File: src/ttl_pkg.sv
package ttl_pkg;

    //////////////////////////////////////////////////
    // data path sizes
    //////////////////////////////////////////////////

    localparam int DATA_W = 8;   // one byte per transfer
    localparam int ADDR_W = 4;   // line buffer address, one 161 counter
    localparam int DEPTH  = 16;  // 2**ADDR_W entries
    localparam int CNT_W  = 5;   // occupancy 0..DEPTH

    //////////////////////////////////////////////////
    // gate stage opcodes
    //////////////////////////////////////////////////

    // each code picks one quad-gate chip
    // 6 and 7 are unused and give zero
    typedef enum logic [2:0] {
        op_and  = 3'd0,  // 7408
        op_or   = 3'd1,  // 7432
        op_xor  = 3'd2,  // 7486
        op_nand = 3'd3,  // 7400
        op_nor  = 3'd4,  // 7402
        op_inv  = 3'd5   // 7404, operand a only
    } alu_op_t;

    //////////////////////////////////////////////////
    // serializer states
    //////////////////////////////////////////////////

    typedef enum logic {
        ser_idle  = 1'b0,  // waiting for a byte
        ser_shift = 1'b1   // bits going out
    } ser_state_t;

endpackage

File: src/bin_counter.sv
`timescale 1ns/1ps

// 161 style counter, async clear
module bin_counter (
    input  logic                       clk,
    input  logic                       cl_b,  // clears q
    input  logic                       ld_b,  // sync parallel load
    input  logic                       cep,   // count enable, parallel
    input  logic                       cet,   // count enable, trickle
    input  logic [ttl_pkg::ADDR_W-1:0] d,
    output logic [ttl_pkg::ADDR_W-1:0] q,
    output logic                       ca     // ripple carry out
);

    // carry when terminal count and cet, as on the chip
    assign ca = &{q, cet};

    always_ff @(posedge clk or negedge cl_b) begin
        if (!cl_b) begin
            q <= '0;
        end else if (!ld_b) begin
            q <= d;                     // load wins over count
        end else if (cep && cet) begin
            q <= q + 1'b1;              // wraps 15 -> 0
        end
    end

endmodule

File: src/line_ram.sv
`timescale 1ns/1ps

// small static RAM, read path is pure logic
module line_ram (
    input  logic                       clk,
    input  logic                       we,   // write strobe, active high
    input  logic [ttl_pkg::ADDR_W-1:0] wa,   // write address
    input  logic [ttl_pkg::ADDR_W-1:0] ra,   // read address
    input  logic [ttl_pkg::DATA_W-1:0] wd,
    output logic [ttl_pkg::DATA_W-1:0] rd
);
    import ttl_pkg::*;

    logic [DATA_W-1:0] mem [DEPTH];  // no clear

    // write on the rising edge
    always_ff @(posedge clk) begin
        if (we) begin
            mem[wa] <= wd;
        end
    end

    assign rd = mem[ra];  // async read

endmodule

File: src/gate_alu.sv
`timescale 1ns/1ps

module gate_alu (
    input  logic                       clk,
    input  logic                       cl_b,      // async clear, active low
    input  logic                       in_valid,
    output logic                       in_ready,
    input  logic [ttl_pkg::DATA_W-1:0] in_a,
    input  logic [ttl_pkg::DATA_W-1:0] in_b,
    input  ttl_pkg::alu_op_t           in_op,
    output logic                       res_valid,
    input  logic                       res_ready,
    output logic [ttl_pkg::DATA_W-1:0] res_data
);
    import ttl_pkg::*;

    logic [DATA_W-1:0] gate_out;  // combinational gate result
    logic              in_fire;   // input handshake
    logic              res_fire;  // result leaves the register

    //////////////////////////////////////////////////
    // gate array
    //////////////////////////////////////////////////

    // every bit position is one gate of the chip
    always_comb begin
        case (in_op)
            op_and:  gate_out = in_a & in_b;
            op_or:   gate_out = in_a | in_b;
            op_xor:  gate_out = in_a ^ in_b;
            op_nand: gate_out = ~(in_a & in_b);
            op_nor:  gate_out = ~(in_a | in_b);
            op_inv:  gate_out = ~in_a;          // b not wired
            default: gate_out = '0;             // unused codes
        endcase
    end

    //////////////////////////////////////////////////
    // output register
    //////////////////////////////////////////////////

    assign res_fire = res_valid & res_ready;
    assign in_ready = ~res_valid | res_ready;  // empty or emptying now
    assign in_fire  = in_valid & in_ready;

    // valid flag, cleared by reset
    always_ff @(posedge clk or negedge cl_b) begin
        if (!cl_b) begin
            res_valid <= 1'b0;
        end else if (in_fire) begin
            res_valid <= 1'b1;                  // new result this edge
        end else if (res_fire) begin
            res_valid <= 1'b0;                  // drained, nothing behind
        end
    end

    // payload, like a 74273 with clock enable
    always_ff @(posedge clk) begin
        if (in_fire) begin
            res_data <= gate_out;
        end
    end

endmodule

File: src/line_buffer.sv
`timescale 1ns/1ps

module line_buffer (
    input  logic                       clk,
    input  logic                       cl_b,
    input  logic                       wr_valid,
    output logic                       wr_ready,
    input  logic [ttl_pkg::DATA_W-1:0] wr_data,
    output logic                       rd_valid,
    input  logic                       rd_ready,
    output logic [ttl_pkg::DATA_W-1:0] rd_data
);
    import ttl_pkg::*;

    logic              wr_fire;       // byte written this edge
    logic              rd_fire;       // byte taken this edge
    logic [ADDR_W-1:0] wr_addr;       // write pointer counter
    logic [ADDR_W-1:0] rd_addr;       // read pointer counter
    logic              wr_ca;         // write pointer terminal count
    logic              rd_ca;         // read pointer terminal count
    logic              wr_wrap;       // flips each pass over the RAM
    logic              rd_wrap;
    logic              ptr_full;      // pointers say full
    logic [CNT_W-1:0]  occ;           // entries held

    assign wr_fire = wr_valid & wr_ready;
    assign rd_fire = rd_valid & rd_ready;

    //////////////////////////////////////////////////
    // pointers, two 161 counters
    //////////////////////////////////////////////////

    // cet carries the handshake so ca marks the wrap
    bin_counter wr_ptr (
        .clk  (clk),
        .cl_b (cl_b),
        .ld_b (cl_b),                 // load zero only while in reset
        .cep  (1'b1),
        .cet  (wr_fire),
        .d    ('0),
        .q    (wr_addr),
        .ca   (wr_ca)
    );

    bin_counter rd_ptr (
        .clk  (clk),
        .cl_b (cl_b),
        .ld_b (cl_b),
        .cep  (1'b1),
        .cet  (rd_fire),
        .d    ('0),
        .q    (rd_addr),
        .ca   (rd_ca)
    );

    // wrap flags, toggled by the ripple carry
    always_ff @(posedge clk or negedge cl_b) begin
        if (!cl_b) begin
            wr_wrap <= 1'b0;
            rd_wrap <= 1'b0;
        end else begin
            if (wr_ca) wr_wrap <= ~wr_wrap;
            if (rd_ca) rd_wrap <= ~rd_wrap;
        end
    end

    assign ptr_full = (wr_addr == rd_addr) & (wr_wrap != rd_wrap);

    //////////////////////////////////////////////////
    // storage
    //////////////////////////////////////////////////

    line_ram ram (
        .clk (clk),
        .we  (wr_fire),
        .wa  (wr_addr),
        .ra  (rd_addr),
        .wd  (wr_data),
        .rd  (rd_data)                // head byte, no read latency
    );

    //////////////////////////////////////////////////
    // occupancy
    //////////////////////////////////////////////////

    always_ff @(posedge clk or negedge cl_b) begin
        if (!cl_b) begin
            occ <= '0;
        end else begin
            case ({wr_fire, rd_fire})
                2'b10:   occ <= occ + 1'b1;
                2'b01:   occ <= occ - 1'b1;
                default: occ <= occ;  // both or neither
            endcase
        end
    end

    // full from the count, cross checked by the pointers
    assign wr_ready = (occ < CNT_W'(DEPTH)) & ~ptr_full;
    assign rd_valid = (occ != '0);

endmodule

File: src/shift_serializer.sv
`timescale 1ns/1ps

module shift_serializer (
    input  logic                       clk,
    input  logic                       cl_b,
    input  logic                       byte_valid,
    output logic                       byte_ready,
    input  logic [ttl_pkg::DATA_W-1:0] byte_data,
    output logic                       ser_valid,
    input  logic                       ser_ready,
    output logic                       ser_data,    // msb of the shifter
    output logic                       ser_last     // eighth bit
);
    import ttl_pkg::*;

    ser_state_t        state;
    logic [DATA_W-1:0] sreg;       // 194 style shifter, 8 bits
    logic [2:0]        bit_cnt;    // bits already sent
    logic              byte_fire;
    logic              bit_fire;
    logic [1:0]        mode;       // 194 select lines

    assign ser_valid  = (state == ser_shift);
    assign ser_data   = sreg[DATA_W-1];
    assign ser_last   = ser_valid & (bit_cnt == 3'd7);
    assign bit_fire   = ser_valid & ser_ready;
    // refill as the last bit leaves, no bubble
    assign byte_ready = (state == ser_idle) | (bit_fire & ser_last);
    assign byte_fire  = byte_valid & byte_ready;

    //////////////////////////////////////////////////
    // shift register
    //////////////////////////////////////////////////

    // 11 parallel load, 10 shift toward msb, 00 hold
    always_comb begin
        if (byte_fire) begin
            mode = 2'b11;
        end else if (bit_fire) begin
            mode = 2'b10;
        end else begin
            mode = 2'b00;
        end
    end

    always_ff @(posedge clk) begin
        case (mode)
            2'b11:   sreg <= byte_data;
            2'b10:   sreg <= {sreg[DATA_W-2:0], 1'b0};  // fill with zero
            default: sreg <= sreg;
        endcase
    end

    //////////////////////////////////////////////////
    // control
    //////////////////////////////////////////////////

    always_ff @(posedge clk or negedge cl_b) begin
        if (!cl_b) begin
            state   <= ser_idle;
            bit_cnt <= '0;
        end else if (byte_fire) begin
            state   <= ser_shift;            // bit 7 out from this edge
            bit_cnt <= '0;
        end else if (bit_fire) begin
            bit_cnt <= bit_cnt + 1'b1;       // wraps to 0 after last
            if (ser_last) begin
                state <= ser_idle;           // nothing queued behind
            end
        end
    end

endmodule

File: src/logic_chain_top.sv
`timescale 1ns/1ps

module logic_chain_top (
    input  logic                       clk,
    input  logic                       cl_b,
    // byte pair input
    input  logic                       in_valid,
    output logic                       in_ready,
    input  logic [ttl_pkg::DATA_W-1:0] in_a,
    input  logic [ttl_pkg::DATA_W-1:0] in_b,
    input  ttl_pkg::alu_op_t           in_op,
    // serial output
    output logic                       ser_valid,
    input  logic                       ser_ready,
    output logic                       ser_data,
    output logic                       ser_last
);
    import ttl_pkg::*;

    logic              res_valid;   // gate stage to buffer
    logic              res_ready;
    logic [DATA_W-1:0] res_data;
    logic              buf_valid;   // buffer to serializer
    logic              buf_ready;
    logic [DATA_W-1:0] buf_data;

    //////////////////////////////////////////////////
    // producer, buffer, consumer
    //////////////////////////////////////////////////

    gate_alu alu (
        .clk       (clk),
        .cl_b      (cl_b),
        .in_valid  (in_valid),
        .in_ready  (in_ready),
        .in_a      (in_a),
        .in_b      (in_b),
        .in_op     (in_op),
        .res_valid (res_valid),
        .res_ready (res_ready),
        .res_data  (res_data)
    );

    line_buffer buffer (
        .clk      (clk),
        .cl_b     (cl_b),
        .wr_valid (res_valid),
        .wr_ready (res_ready),
        .wr_data  (res_data),
        .rd_valid (buf_valid),
        .rd_ready (buf_ready),
        .rd_data  (buf_data)
    );

    shift_serializer serial (
        .clk        (clk),
        .cl_b       (cl_b),
        .byte_valid (buf_valid),
        .byte_ready (buf_ready),
        .byte_data  (buf_data),
        .ser_valid  (ser_valid),
        .ser_ready  (ser_ready),
        .ser_data   (ser_data),
        .ser_last   (ser_last)
    );

endmodule

File: config.mk
export PLATFORM = sky130hd
export DESIGN_NAME = logic_chain_top
export DESIGN_NICKNAME = d
export VERILOG_FILES = /design/src/ttl_pkg.sv /design/src/bin_counter.sv /design/src/line_ram.sv /design/src/gate_alu.sv /design/src/line_buffer.sv /design/src/shift_serializer.sv /design/src/logic_chain_top.sv
export SDC_FILE = /design/constraint.sdc
export NUM_CORES = 1
export LEC_CHECK = 0
export ABC_AREA = 1
export ABC_CLOCK_PERIOD_IN_PS = 3400
export BUFFER_PORTS_ARGS = -buffer_cell sky130_fd_sc_hd__buf_2
export CORE_ASPECT_RATIO = 0.8
export CORE_MARGIN = 1.5
export CORE_UTILIZATION = 64
export CTS_BUF_LIST = sky130_fd_sc_hd__clkbuf_2 sky130_fd_sc_hd__clkbuf_4 sky130_fd_sc_hd__clkbuf_8
export CTS_CLUSTER_SIZE = 14
export DETAILED_ROUTE_END_ITERATION = 8
export PLACE_DENSITY_LB_ADDON = 0.12
export REMOVE_ABC_BUFFERS = 1
export SLEW_MARGIN = 20
export SYNTH_ARGS = -nofsm -noshare
export SYNTH_HDL_FRONTEND = slang
export SYNTH_SLANG_ARGS = --single-unit
File: constraint.sdc
create_clock -name clk -period 3.4 [get_ports clk]
set_clock_uncertainty 0.05 [all_clocks]
set_input_delay 0.34 -clock clk [delete_from_list [all_inputs] [get_ports clk]]
set_output_delay 0.34 -clock clk [all_outputs]
set_load 0.1 [all_outputs]
# --- Yosys cells after proc, flatten, opt, wreduce, memory -nomap -nowiden ---
# Memories as Yosys holds them, arrays and structs flattened.
# Cells that the tools add are included.
op_classes:
  addsub: 5
  magnitude_cmp: 1
  eq_ne: 14
  muxes: 18
  n_bitwise: 21
  n_reduce_logical: 10
op_table:
  columns: ["operator", "count"]
  rows:
  - ["8-bit one-hot mux with 6 select lines", 1]
  - ["8-bit inverter", 3]
  - ["4-bit two-way mux", 4]
  - ["8-bit one-hot mux with 2 select lines", 1]
  - ["5-bit one-hot mux with 2 select lines", 1]
  - ["5-bit AND reduction", 2]
  - ["2-bit nonzero test", 5]
  - ["3-bit == test (second input constant)", 3]
  - ["4-bit by 1-bit adder with 4-bit output (second input constant)", 2]
  - ["1-bit bitwise AND", 8]
  - ["8-bit bitwise AND", 1]
  - ["8-bit OR", 1]
  - ["8-bit XOR", 1]
  - ["1-bit two-way mux", 7]
  - ["2-bit == test (second input constant)", 3]
  - ["3-bit by 2-bit == test with 1-bit output (second input constant)", 2]
  - ["3-bit two-way mux", 2]
  - ["5-bit by 1-bit adder with 5-bit output (second input constant)", 1]
  - ["5-bit less-than comparator (second input constant)", 1]
  - ["1-bit inverter", 5]
  - ["5-bit nonzero test", 1]
  - ["5-bit by 1-bit subtractor with 5-bit output (second input constant)", 1]
  - ["4-bit == test", 1]
  - ["2-bit two-way mux", 2]
  - ["other kinds (8)", 10]
totals:
  regBits: 36
  mem_bits_rw: 128
  out_inout_bits: 4
  elab_cells: 80
  n_memories: 1
mem_list:
  columns: ["name", "depth", "word_bits", "read_ports", "rd_ports_with_merged_regs", "write_ports", "line", "text"]
  rows:
  - ["buffer.ram.mem", 16, 8, 1, 0, 1, "line_ram.sv:14", "logic [DATA_W-1:0] mem [DEPTH];"]

# --- Depth between registers and ports, before layout ---
# Gate-level depths: netlist of the first run.
logic_depth:
  word_depth: 8
  ltp_mapped: 17

# --- Modules after synthesis ---
# From an unflattened synthesis of the first run, not the netlist that was laid out.
hier_totals:
  hier_cells: 939
  hier_area_um2: 8406.8
by_module_without_submodules:
  columns: ["mod", "n_inst", "cells_per_inst", "area_each_um2"]
  rows:
  - ["line_ram", 1, 543, 5606.6]
  - ["gate_alu", 1, 170, 1096.1]
  - ["shift_serializer", 1, 59, 585.6]
  - ["line_buffer", 1, 89, 573.0]
  - ["bin_counter", 2, 39, 272.8]

# --- Least setup slack after synthesis of the first run ---
# OpenSTA, ideal clock, no wires.
synth_timing:
  kind: "reg2reg"
  startpoint: "reg serial.state, in the netlist serial.ser_valid"
  endpoint: "reg buffer.occ[4]"
  setup_ps: 65
  arrival_ps: 2823
  required_time_ps: 3285
  setup_slack_ps: 462
  path_stages_with_launch: 15
  path_buffers: 1
  path_cell_list: "dfrtp_1 nand2_1 o21ai_2 nand2_2 inv_1 ha_1 buf_2 xor2_1 ha_1 a21o_1 nand2_1 o21ai_1 xor2_1 nand2_1 nand2_1"
synth_via:
  elab_chain_len: 6
synth_lines:
  columns: ["item", "line", "text"]
  rows:
  - ["from (decl)", "shift_serializer.sv:16", "ser_state_t state;"]
  - ["from (signal assigned)", "shift_serializer.sv:60", "state <= ser_idle;"]
  - ["from (signal assigned)", "shift_serializer.sv:63", "state <= ser_shift;"]
  - ["from (signal assigned)", "shift_serializer.sv:68", "state <= ser_idle;"]
  - ["1-bit bitwise AND (on tied branches)", "shift_serializer.sv:26, shift_serializer.sv:25", null]
  - ["1-bit bitwise AND", "shift_serializer.sv:28", "assign byte_ready = (state == ser_idle) | (bit_fire & ser_last);"]
  - ["1-bit OR (*)", "shift_serializer.sv:28", null]
  - ["1-bit bitwise AND (*)", "line_buffer.sv:27", "assign rd_fire = rd_valid & rd_ready;"]
  - ["named net buffer.rd_fire", "line_buffer.sv:16", "logic rd_fire;"]
  - ["2-bit by 1-bit == test with 1-bit output or 2-bit == test (tied branches)", "line_buffer.sv:90", "case ({wr_fire, rd_fire})"]
  - ["5-bit one-hot mux with 2 select lines or 2-bit nonzero test (tied branches)", null, null]
  - ["to (signal assigned)", "line_buffer.sv:91", "2'b10: occ <= occ + 1'b1;"]
  - ["to (signal assigned)", "line_buffer.sv:92", "2'b01: occ <= occ - 1'b1;"]
  - ["to (decl)", "line_buffer.sv:24", "logic [CNT_W-1:0] occ;"]
# The timed path passes the listed nets; every way through them passes the cells marked *.
# A chain may end at the register's enable or synchronous reset.

# --- Final worst setup path of the first run ---
layout_timing:
  startpoint: "reg buffer.rd_ptr.q[2] in the netlist's numbering"
  endpoint: "reg buffer.occ[4]"
layout_via:
  elab_chain_len: 7
layout_lines:
  columns: ["item", "line", "text"]
  rows:
  - ["from (decl)", "bin_counter.sv:11", "output logic [ttl_pkg::ADDR_W-1:0] q,"]
  - ["from (signal assigned)", "bin_counter.sv:24", "q <= q + 1'b1;"]
  - ["4-bit == test (*)", "line_buffer.sv:67", "assign ptr_full = (wr_addr == rd_addr) & (wr_wrap != rd_wrap);"]
  - ["1-bit bitwise AND (*)", "line_buffer.sv:67", null]
  - ["1-bit inverter (*)", "line_buffer.sv:99", "assign wr_ready = (occ < CNT_W'(DEPTH)) & ~ptr_full;"]
  - ["1-bit bitwise AND (*)", "line_buffer.sv:99", null]
  - ["1-bit bitwise AND (*)", "line_buffer.sv:26", "assign wr_fire = wr_valid & wr_ready;"]
  - ["2-bit by 1-bit == test with 1-bit output or 2-bit == test (tied branches)", "line_buffer.sv:90", null]
  - ["5-bit one-hot mux with 2 select lines or 2-bit nonzero test (tied branches)", null, null]
# Every way passes the cells marked *; elsewhere a longest branch is shown, timed or not.

==> results of run 1 <==
-- kinds of logic after synthesis --
kind of cell	Yosys count	share of synthesized area
AOI/OAI and AO/OA	135	0.105
adders and majority gates	26	0.0427
DFF	164	0.633
muxes	1	0.00131
buffers and inverters	77	0.0529
and+or+nand+nor	279	0.156
xor gates and xnor gates	8	0.00920
-- repair_timing --
item                                   in CTS  in global routing
hold buffers                                1                  0
endpoints found under the hold margin      20                  0
gates resized for setup                     0                  0
-- flip-flops by register name (all words and copies together) (netlist names) --
name              cells
alu.res_data          8
alu.res_valid         1
buffer.occ            5
buffer.ram.mem      128
buffer.rd_ptr.q       4
buffer.rd_wrap        1
buffer.wr_ptr.q       4
buffer.wr_wrap        1
serial.bit_cnt        3
serial.ser_valid      1
serial.sreg           8
-- tightest hold or removal path, stage by stage --
cell	delay, ns
buf_2	0.07
inv_1	0.04
nand2_1	0.05
-- power by group through the flow --
stage               combinational [mW]  sequential (mW)  clock [mW]
finish                            2.07             2.92        1.44
CTS                               2.07             2.91        1.45
floorplan                         1.39             2.98           0
detailed placement                2.06             2.95           0
global placement                  2.00             2.94           0
global route                      2.31             2.95        1.52
-- metal layers --
layer | track usage | part of all wire | up-vias
met5 | 0 | 0 | -
met3 | 0.0621 | 0.083 | 24
met1 | 0.367 | 0.42 | 2506
met2 | 0.424 | 0.48 | 211
met4 | 0.105 | 0.015 | 0
li1 | - | - | 2455
-- placed cells by master, fill, tap and decap left out, types with 2 or more instances in the layout --
| cell | count |
|---|---|
| a21oi_1 | 16 |
| clkbuf_8 | 17 |
| o21ai_1 | 27 |
| o2111ai_1 | 6 |
| inv_2 | 4 |
| edfxtp_1 | 144 |
| nand2_2 | 7 |
| xnor2_1 | 4 |
| clkbuf_4 | 2 |
| o21ai_0 | 43 |
| nand4_1 | 3 |
| nor2_2 | 13 |
| buf_4 | 4 |
| dfrtp_1 | 19 |
| nand3_1 | 29 |
| bufinv_16 | 3 |
| clkinv_1 | 4 |
| nand3_2 | 2 |
| inv_1 | 40 |
| clkinv_2 | 2 |
| ha_1 | 26 |
| nand2_1 | 99 |
| o22ai_1 | 2 |
| nor2_1 | 121 |
| a31oi_1 | 7 |
| xor2_1 | 4 |
| buf_2 | 26 |
| o211ai_1 | 28 |
| a211oi_1 | 2 |
| clkinv_4 | 4 |
-- final cells by class --
class / instances / area (µm²)
flip-flops and latches: 164 / 4830
fillers: 825 / 3400
multi-input cells: 449 / 2390
clock buffers: 19 / 249
well taps: 148 / 185
inverters: 47 / 179
repair buffers: 31 / 170
clock inverters: 13 / 159
-- per-stage QoR --
stage	hold WS, ns	util	power, mW	setup WS, ns
3_5_place_dp	0.322	0.669	5.01	0.624
4_1_cts	0.0212	0.706	6.42	0.602
2_1_floorplan	-0.00559	-	4.37	0.204
5_1_grt	0.0314	0.706	6.78	0.340
3_3_place_gp	0.315	0.669	4.94	0.758
6_report	0.0277	0.706	6.43	0.580
-- worst min path at each step --
stage / end / slack, ns / cells past startpoint
after floorplan: alu.res_valid$_DFFE_PN0P_ / -0.006 / 0
after global placement: buffer.wr_ptr.q[2]$_DFFE_PN0P_ / 0.32 / 1
after detailed placement: buffer.wr_ptr.q[2]$_DFFE_PN0P_ / 0.32 / 1
after CTS: alu.res_valid$_DFFE_PN0P_ / 0.02 / 3
after global routing: alu.res_valid$_DFFE_PN0P_ / 0.03 / 3
final: alu.res_valid$_DFFE_PN0P_ / 0.03 / 3
==> results_dict.tcl, run 1 <==
set metrics [dict create \
    status "finished clean" \
    yosysTopAreaCellShare 0.568 \
    worstSetupStartpointType "register" \
    grt_pass1_vias 4860 \
    tns_ns 0 \
    cts.htree.levels 4 \
    min_period_ns 2.82 \
    synthFlopType "edfxtp_1" \
    cts_root_buffer "clkbuf_8" \
    dr.pass1.iters 5 \
    clock.fmax_ghz 0.355 \
    swShare 0.382 \
    fp.dieH_um 101 \
    place_inst 838 \
    cp_num_cells 15 \
    cp_cell_sequence "inv_1 -> nand2_1 -> nand2_1 -> nor2_1 -> nand3_2 -> nand3_4 -> ha_1 -> xor2_1 -> ha_1 -> a21o_1 -> nand2_1 -> o21ai_1 -> xor2_1 -> nand2_1 -> nand2_1" \
    clkPwrFrac 0.225 \
    path_common_cell "nand2_1" \
    die_area_mm2 0.0126 \
    syn_to_final_growth_pct 7.10 \
    startpoint "buffer.rd_ptr.q[2]$_DFFE_PN0P_" \
    synth_edf_count 144 \
    antenna_left 0 \
    drv_slew 0 \
    clk_pin_slew_worst_paths_ns 0.09 \
    final_area_mm2 0.00816 \
    async_reset_ff_frac 0.122 \
    grt_max_degree 63 \
    finalNonFillerCells 871 \
    io_pins 27 \
    cts_max_path_buffers 2 \
    routabilityCongestion 0.851 \
    leakage_nw 3.15 \
    start_util 0.659 \
    cts_buffers 17 \
    layout.nets 759 \
    setup_violations 0 \
    critPathKind "register to register" \
    num_antenna_cells 0 \
    drc 0 \
    pwr-share-seq 0.454 \
    comb_power_share 0.322 \
    p_switching_mw 2.46 \
    maxCapViolations 0 \
    regToRegStartpoint "buffer.rd_ptr.q[2]$_DFFE_PN0P_" \
    yosysUniqueCellTypes 41 \
    wl_per_cell_um 18.5 \
    critPathRequiredTime_ns 3.75 \
    vdd_drop_max_mv 0.478 \
    clock-sinks 164 \
    worst_pin_slew_ns 1.08 \
    worstRegToRegCells 15 \
    avgViaCountPerCell 5.97 \
    synth_area_leaders "edfxtp_1 57%, dfrtp_1 6.6%, nor2_1 6.0%" \
    wirelength_um 16100 \
    drtIter0Drc 494 \
    hp-start "in_valid" \
    ff2ff_setup_slack_ns 0.58 \
    overflow 0 \
    critical_path_buf_inv_count 1 \
    rows 35 \
    synth_most_common_cell "edfxtp_1" \
    reg2reg_to "buffer.occ[4]$_DFFE_PN0P_" \
    dpl.hpwl_um 10200 \
    synth_top_cell_by_area "edfxtp_1" \
    min_path_type "input port to register" \
    ys_top_cells_by_count "144 x edfxtp_1, 121 x nor2_1, 99 x nand2_1" \
    fp.dieW_um 125 \
    vias 5196 \
    rsz0062_at_grt "false" \
    clock_latency_ns 0.46 \
    hold_viol_final 0 \
    grt_pass1_wl_um 25200 \
    grt_use_total 0.268 \
    crit_family "flip-flops" \
    drive_gt1_frac 0.129 \
    synth_area_mm2 0.00762 \
    cp-endpoint "buffer.occ[4]$_DFFE_PN0P_" \
    powerDensity_mw_per_mm2 788 \
    placed_area_mm2 0.00774 \
    synth-seq-area-share 0.633 \
    cts_tree "yes" \
    slowest_delay_ns 0.79 \
    critPathMaxFanout 18 \
    p_int_mw 3.97 \
    netlist_instances 690 \
    cp.arrival_ns 3.17 \
    timing.final.crit_share 0.829 \
    syn_area_per_cell_um2 11.0 \
    antenna_found_initial 0 \
    postCtsSetupBuffers 0 \
    crit_path_end_kind "register" \
    io_buffers 26 \
    slew-limit-headroom 0.278 \
    synth_warnings 0 \
    ys_seq_elements 164 \
    slowest_stage "dfrtp_1" \
    core_area_mm2 0.0116 \
]
Power figures use the tool's default switching activity.
==> run 2: changes to the inputs <==
- ABC_CLOCK_PERIOD_IN_PS: 3400 -> 2900
- clock period: 3.4 -> 2.9 ns (I/O delays scaled with it)
==> run 2 against run 1 <==
First-iteration DRC count decreased by 1.8%. Worst setup slack got worse by 0.33 ns. Fmax grew 6.4%. Final area is 1.3% higher. Power rose by 18%. Register-to-register slack worse by 0.33 ns. Sequential share of layout area shrank 0.78 points. Flip-flop and latch count unchanged. Global-route usage grew 0.60 points. Critical path depth did not move. Die area did not move. Clock power grew 14%.
==> results_dict.tcl, run 2 (same netlist as run 1, synthesis figures left out) <==
set metrics [dict create \
    drtIter0Drc 485 \
    layout_common_cells "144 x edfxtp_1, 121 x nor2_1, 99 x nand2_1, 43 x o21ai_0, 40 x inv_1" \
    crit_path_end_kind "register" \
    pwr-share-seq 0.442 \
    min_path_type "input port to register" \
    grt_max_degree 69 \
    dr.pass1.iters 6 \
    cp_cell_sequence "ha_1 -> ha_1 -> nand2_1 -> o21ai_2 -> nand2_2 -> inv_1 -> ha_1 -> xor2_1 -> ha_1 -> a21o_1 -> nand2_1 -> o21ai_1 -> xor2_1 -> nand2_1 -> nand2_1" \
    slowest_delay_ns 0.41 \
    clkPwrFrac 0.215 \
    drv_slew 0 \
    clock.fmax_ghz 0.377 \
    hold_viol_final 0 \
    startpoint "serial.bit_cnt[0]$_DFFE_PN0P_" \
    core_area_mm2 0.0116 \
    antenna_found_initial 0 \
    cts_root_buffer "clkbuf_8" \
    wl_per_cell_um 18.5 \
    layout.nets 774 \
    syn_to_final_growth_pct 8.52 \
    wirelength_um 16400 \
    hp-start "in_a[5]" \
    reg_top3 "buffer.ram.mem: 128 flops, alu.res_data: 8 flops, serial.sreg: 8 flops" \
    vdd_drop_max_mv 0.437 \
    p_switching_mw 2.99 \
    maxCapViolations 0 \
    routabilityCongestion 0.873 \
    slowest_stage "dfrtp_1" \
    regToRegStartpoint "serial.bit_cnt[0]$_DFFE_PN0P_" \
    timing.final.crit_share 0.914 \
    num_antenna_cells 0 \
    largest_register_ffs 128 \
    die_area_mm2 0.0126 \
    io_pins 27 \
    powerDensity_mw_per_mm2 918 \
    grt_pass1_vias 4986 \
    leakage_nw 3.21 \
    drive_gt1_frac 0.146 \
    top_register "buffer.ram.mem" \
    final_common_cell "edfxtp_1" \
    grt_pass1_wl_um 26000 \
    slew-limit-headroom 0.471 \
    clk_pin_slew_worst_paths_ns 0.09 \
    vias 5311 \
    comb_power_share 0.342 \
    cts.htree.levels 4 \
    tns_ns 0 \
    grt_use_total 0.274 \
    worstSetupStartpointType "register" \
    overflow 0 \
    cts_resized 0 \
    critPathMaxFanout 8 \
    rsz0062_at_grt "false" \
    place_ws_ns 0.239 \
    p_int_mw 4.60 \
    io_buffers 26 \
    worst_pin_slew_ns 0.790 \
    dpl.hpwl_um 10700 \
    cts_tree "yes" \
    setup_slack_ns 0.249 \
    cp.arrival_ns 2.96 \
    ff2ff_setup_slack_ns 0.25 \
    cts_max_path_buffers 2 \
    swShare 0.394 \
    start_util 0.659 \
    critPathRequiredTime_ns 3.21 \
    rows 35 \
    critPathKind "register to register" \
    setup_violations 0 \
    min_period_ns 2.65 \
    clock-sinks 164 \
    avgViaCountPerCell 5.99 \
    cts_buffers 17 \
    drc 0 \
    fp.dieW_um 125 \
    fp.dieH_um 101 \
    antenna_left 0 \
    status "finished clean" \
    clock_latency_ns 0.46 \
]
==> run 2: power groups by stage <==
stage | logic [mW] | clock network (mW) | registers [mW]
6_report | 2.60 | 1.64 | 3.36
5_1_grt | 2.89 | 1.73 | 3.39
4_1_cts | 2.60 | 1.65 | 3.35
3_5_place_dp | 2.58 | 0 | 3.40
3_3_place_gp | 2.50 | 0 | 3.38
2_1_floorplan | 1.63 | 0 | 3.49
==> run 2: final cells by class <==
cell class,instances,area (µm²)
Sequential cell,164,4830
Fill cell,860,3290
Multi-Input combinational cell,449,2390
Timing Repair Buffer,46,298
Clock buffer,17,234
Tap cell,148,185
Inverter,47,179
Clock inverter,15,155
==> run 2: worst paths after layout <==
| path | depth (start not counted) | end |
|---|---|---|
| hold / removal | 2 | alu.res_data[5]$_DFFE_PP_ |
| setup reg to reg | 15 | buffer.occ[4]$_DFFE_PN0P_ |
| hold reg to reg | 1 | serial.bit_cnt[0]$_DFFE_PN0P_ |
| max in group asynchronous | 2 | buffer.rd_ptr.q[0]$_DFFE_PN0P_ |
| setup / recovery | 15 | buffer.occ[4]$_DFFE_PN0P_ |
| min in group asynchronous | 2 | buffer.wr_ptr.q[3]$_DFFE_PN0P_ |
==> run 2: layer usage <==
layer / routed length (µm) / up-vias / track usage / share of wire
li1: - / 2481 / - / -
met1: 7030 / 2572 / 0.384 / 0.43
met2: 7680 / 232 / 0.432 / 0.47
met3: 1430 / 26 / 0.0632 / 0.087
met4: 233 / 0 / 0.0874 / 0.014
met5: 0 / - / 0 / 0
==> run 2: critical path, delay by kind of cell, from the launching register on <==
family	cells	cell delay, ns
adder cells (fa/ha/maj)	4	0.88
AND/OR/NAND/NOR	5	0.45
XOR/XNOR	2	0.33
buffers and inverters	1	0.10
flip-flops	1	0.41
AO/OA/AOI/OAI	3	0.31
==> run 2: metrics by stage <==
step / cell area [µm²] / hold slack (ns) / total power, mW / util / std cells
floorplan: 7390 / -0.0556 / 5.12 / - / 660
global placement: 7860 / 0.257 / 5.88 / 0.680 / 852
detailed placement: 7860 / 0.278 / 5.99 / 0.680 / 852
CTS: 8270 / 0.106 / 7.60 / 0.715 / 886
global route: 8270 / 0.121 / 8.01 / 0.715 / 886
finish: 8270 / 0.128 / 7.59 / 0.715 / 886
==> run 2: timing repair <==
action	CTS	global route
setup buffers	0	0
hold buffers	2	0
hold endpoints to repair	21	0
==> run 3: changes to the inputs <==
- CORE_UTILIZATION: 64 -> 65
- SYNTH_HIERARCHICAL: unset -> 1
==> run 3 against run 2 <==
Power shrank 3.8%. Worst setup slack gained 0.19 ns. Sequential power shrank 2%. Die area grew 8.4%. Critical endpoint is now in_ready.
==> results_dict.tcl, run 3 <==
set metrics [dict create \
    status "finished clean" \
    slew-limit-headroom 0.443 \
    core_area_mm2 0.0124 \
    postCtsSetupBuffers 0 \
    final_common_cell "nand2_1" \
    crit_path_end_kind "output port" \
    top_register "buffer/ram/mem" \
    setup_violations 0 \
    cts_root_buffer "clkbuf_8" \
    cp.arrival_ns 2.12 \
    clock.fmax_ghz 0.407 \
    io_buffers 26 \
    wirelength_um 17800 \
    fp.dieW_um 130 \
    num_antenna_cells 0 \
    reg_top3 "buffer/ram/mem: 128 flops, alu/res_data: 8 flops, serial/sreg: 8 flops" \
    ys_seq_elements 164 \
    start_util 0.679 \
    drive_gt1_frac 0.0985 \
    vdd_drop_max_mv 0.748 \
    min_path_type "input port to register" \
    overflow 0 \
    die_area_mm2 0.0136 \
    antenna_left 0 \
    grt_max_degree 70 \
    ys_top_cells_by_count "288 x nand2_1, 175 x inv_1, 144 x edfxtp_1" \
    netlist_instances 939 \
    postCtsHoldBufs 2 \
    synth_most_common_cell "nand2_1" \
    clk_pin_slew_worst_paths_ns 0.08 \
    io_pins 27 \
    cts_max_path_buffers 2 \
    hold_viol_final 0 \
    synth-seq-area-share 0.574 \
    cts_tree "yes" \
    synthFlopType "edfxtp_1" \
    synth_edf_count 144 \
    tns_ns 0 \
    cts_resized 0 \
    avgViaCountPerCell 5.32 \
    synth_top_cell_by_area "edfxtp_1" \
    drc 0 \
    routabilityCongestion 0.840 \
    syn_area_per_cell_um2 8.95 \
    synth_area_leaders "edfxtp_1 51%, nand2_1 13%, nand3_1 8.3%" \
    synth_area_mm2 0.00841 \
    critPathKind "register to output port" \
    synth_warnings 6 \
    fp.dieH_um 105 \
    drtIter0Drc 523 \
    drv_slew 0 \
    dr.pass1.iters 5 \
    yosysTopAreaCellShare 0.514 \
    grt_use_total 0.283 \
    cts.htree.levels 4 \
    layout_common_cells "288 x nand2_1, 175 x inv_1, 144 x edfxtp_1, 140 x nand3_1, 55 x nor2_1" \
    min_period_ns 2.46 \
    layout.nets 1032 \
    wl_per_cell_um 15.3 \
    timing.final.crit_share 0.848 \
    setup_slack_ns 0.442 \
    largest_register_ffs 128 \
    rsz0062_at_grt "false" \
    grt_pass1_vias 5949 \
    clock_latency_ns 0.46 \
    clock-sinks 164 \
    dpl.hpwl_um 11700 \
    vias 6205 \
    async_reset_ff_frac 0.122 \
    maxCapViolations 0 \
    antenna_found_initial 0 \
    critPathMaxFanout 9 \
    worst_pin_slew_ns 0.833 \
    critPathRequiredTime_ns 2.56 \
    worstSetupStartpointType "register" \
    cts_buffers 17 \
    powerDensity_mw_per_mm2 800 \
    leakage_nw 4.36 \
    rows 36 \
    syn_to_final_growth_pct 8.65 \
    place_ws_ns 0.508 \
    grt_pass1_wl_um 29000 \
    yosysUniqueCellTypes 32 \
]
==> run 3: logic make-up after synthesis <==
| logic type | count (synthesis) | synth area share |
|---|---|---|
| compound gates | 12 | 0.00833 |
| simple gates | 514 | 0.264 |
| buf+inv | 218 | 0.111 |
| flops | 164 | 0.574 |
| fa+ha+maj | 25 | 0.0381 |
| other cells | 2 | 0.000893 |
| xor+xnor | 4 | 0.00417 |
==> run 3: layout make-up <==
cell class	instances	area, µm²
well taps	171	214
flip-flops and latches	164	4830
multi-input cells	565	2680
inverters	186	698
clock inverters	11	136
repair buffers	50	328
fillers	908	3250
clock buffers	19	249
==> run 3: through the flow <==
| step | power [mW] | util | area, µm² | hold WS, ns | instances |
|---|---|---|---|---|---|
| 2_1_floorplan | 4.91 | - | 8210 | -0.0556 | 915 |
| 3_3_place_gp | 5.56 | 0.705 | 8730 | 0.262 | 1134 |
| 3_5_place_dp | 5.68 | 0.705 | 8730 | 0.270 | 1134 |
| 4_1_cts | 7.30 | 0.737 | 9130 | 0.103 | 1166 |
| 5_1_grt | 7.72 | 0.737 | 9130 | 0.153 | 1166 |
| 6_report | 7.30 | 0.737 | 9130 | 0.117 | 1166 |
==> run 3: final timing paths <==
path | cells past startpoint | slack, ns | from | end
setup / recovery | 9 | 0.44 | buffer/wr_ptr/q[0]$_DFFE_PN0P_ | in_ready
hold / removal | 4 | 0.12 | ser_ready | serial/ser_valid$_DFFE_PN0P_
setup reg to reg | 9 | 0.45 | buffer/wr_ptr/q[0]$_DFFE_PN0P_ | buffer/ram/mem[11][5]$_DFFE_PP_
hold reg to reg | 2 | 0.46 | serial/bit_cnt[1]$_DFFE_PN0P_ | serial/bit_cnt[1]$_DFFE_PN0P_
max in group asynchronous | 2 | 2.06 | cl_b | buffer/rd_ptr/q[0]$_DFFE_PN0P_
min in group asynchronous | 2 | 0.31 | cl_b | buffer/occ[3]$_DFFE_PN0P_
==> run 3: layer usage <==
metal	vias to the layer above	wire, µm	GRT usage
met5	-	0	0
met4	0	406	0.116
met3	35	1330	0.0599
met2	256	8230	0.441
met1	2871	7870	0.389
li1	3043	-	-
==> run 3: power by group <==
group | switching [mW] | total (mW) | internal (mW)
Clock | 0.797 | 1.65 | 0.851
Combinational | 1.64 | 2.36 | 0.717
Sequential | 0.279 | 3.29 | 3.02
Total | 2.72 | 7.30 | 4.58
==> run 3: worst max-delay path, stage by stage (launching register included) <==
cell and delay (ns):
dfrtp_1 0.52, inv_1 0.09, o21ai_0 0.19, inv_1 0.06, nand3_1 0.10, nand2_1 0.08
inv_1 0.06, inv_1 0.05, nand2_1 0.08, buf_2 0.43
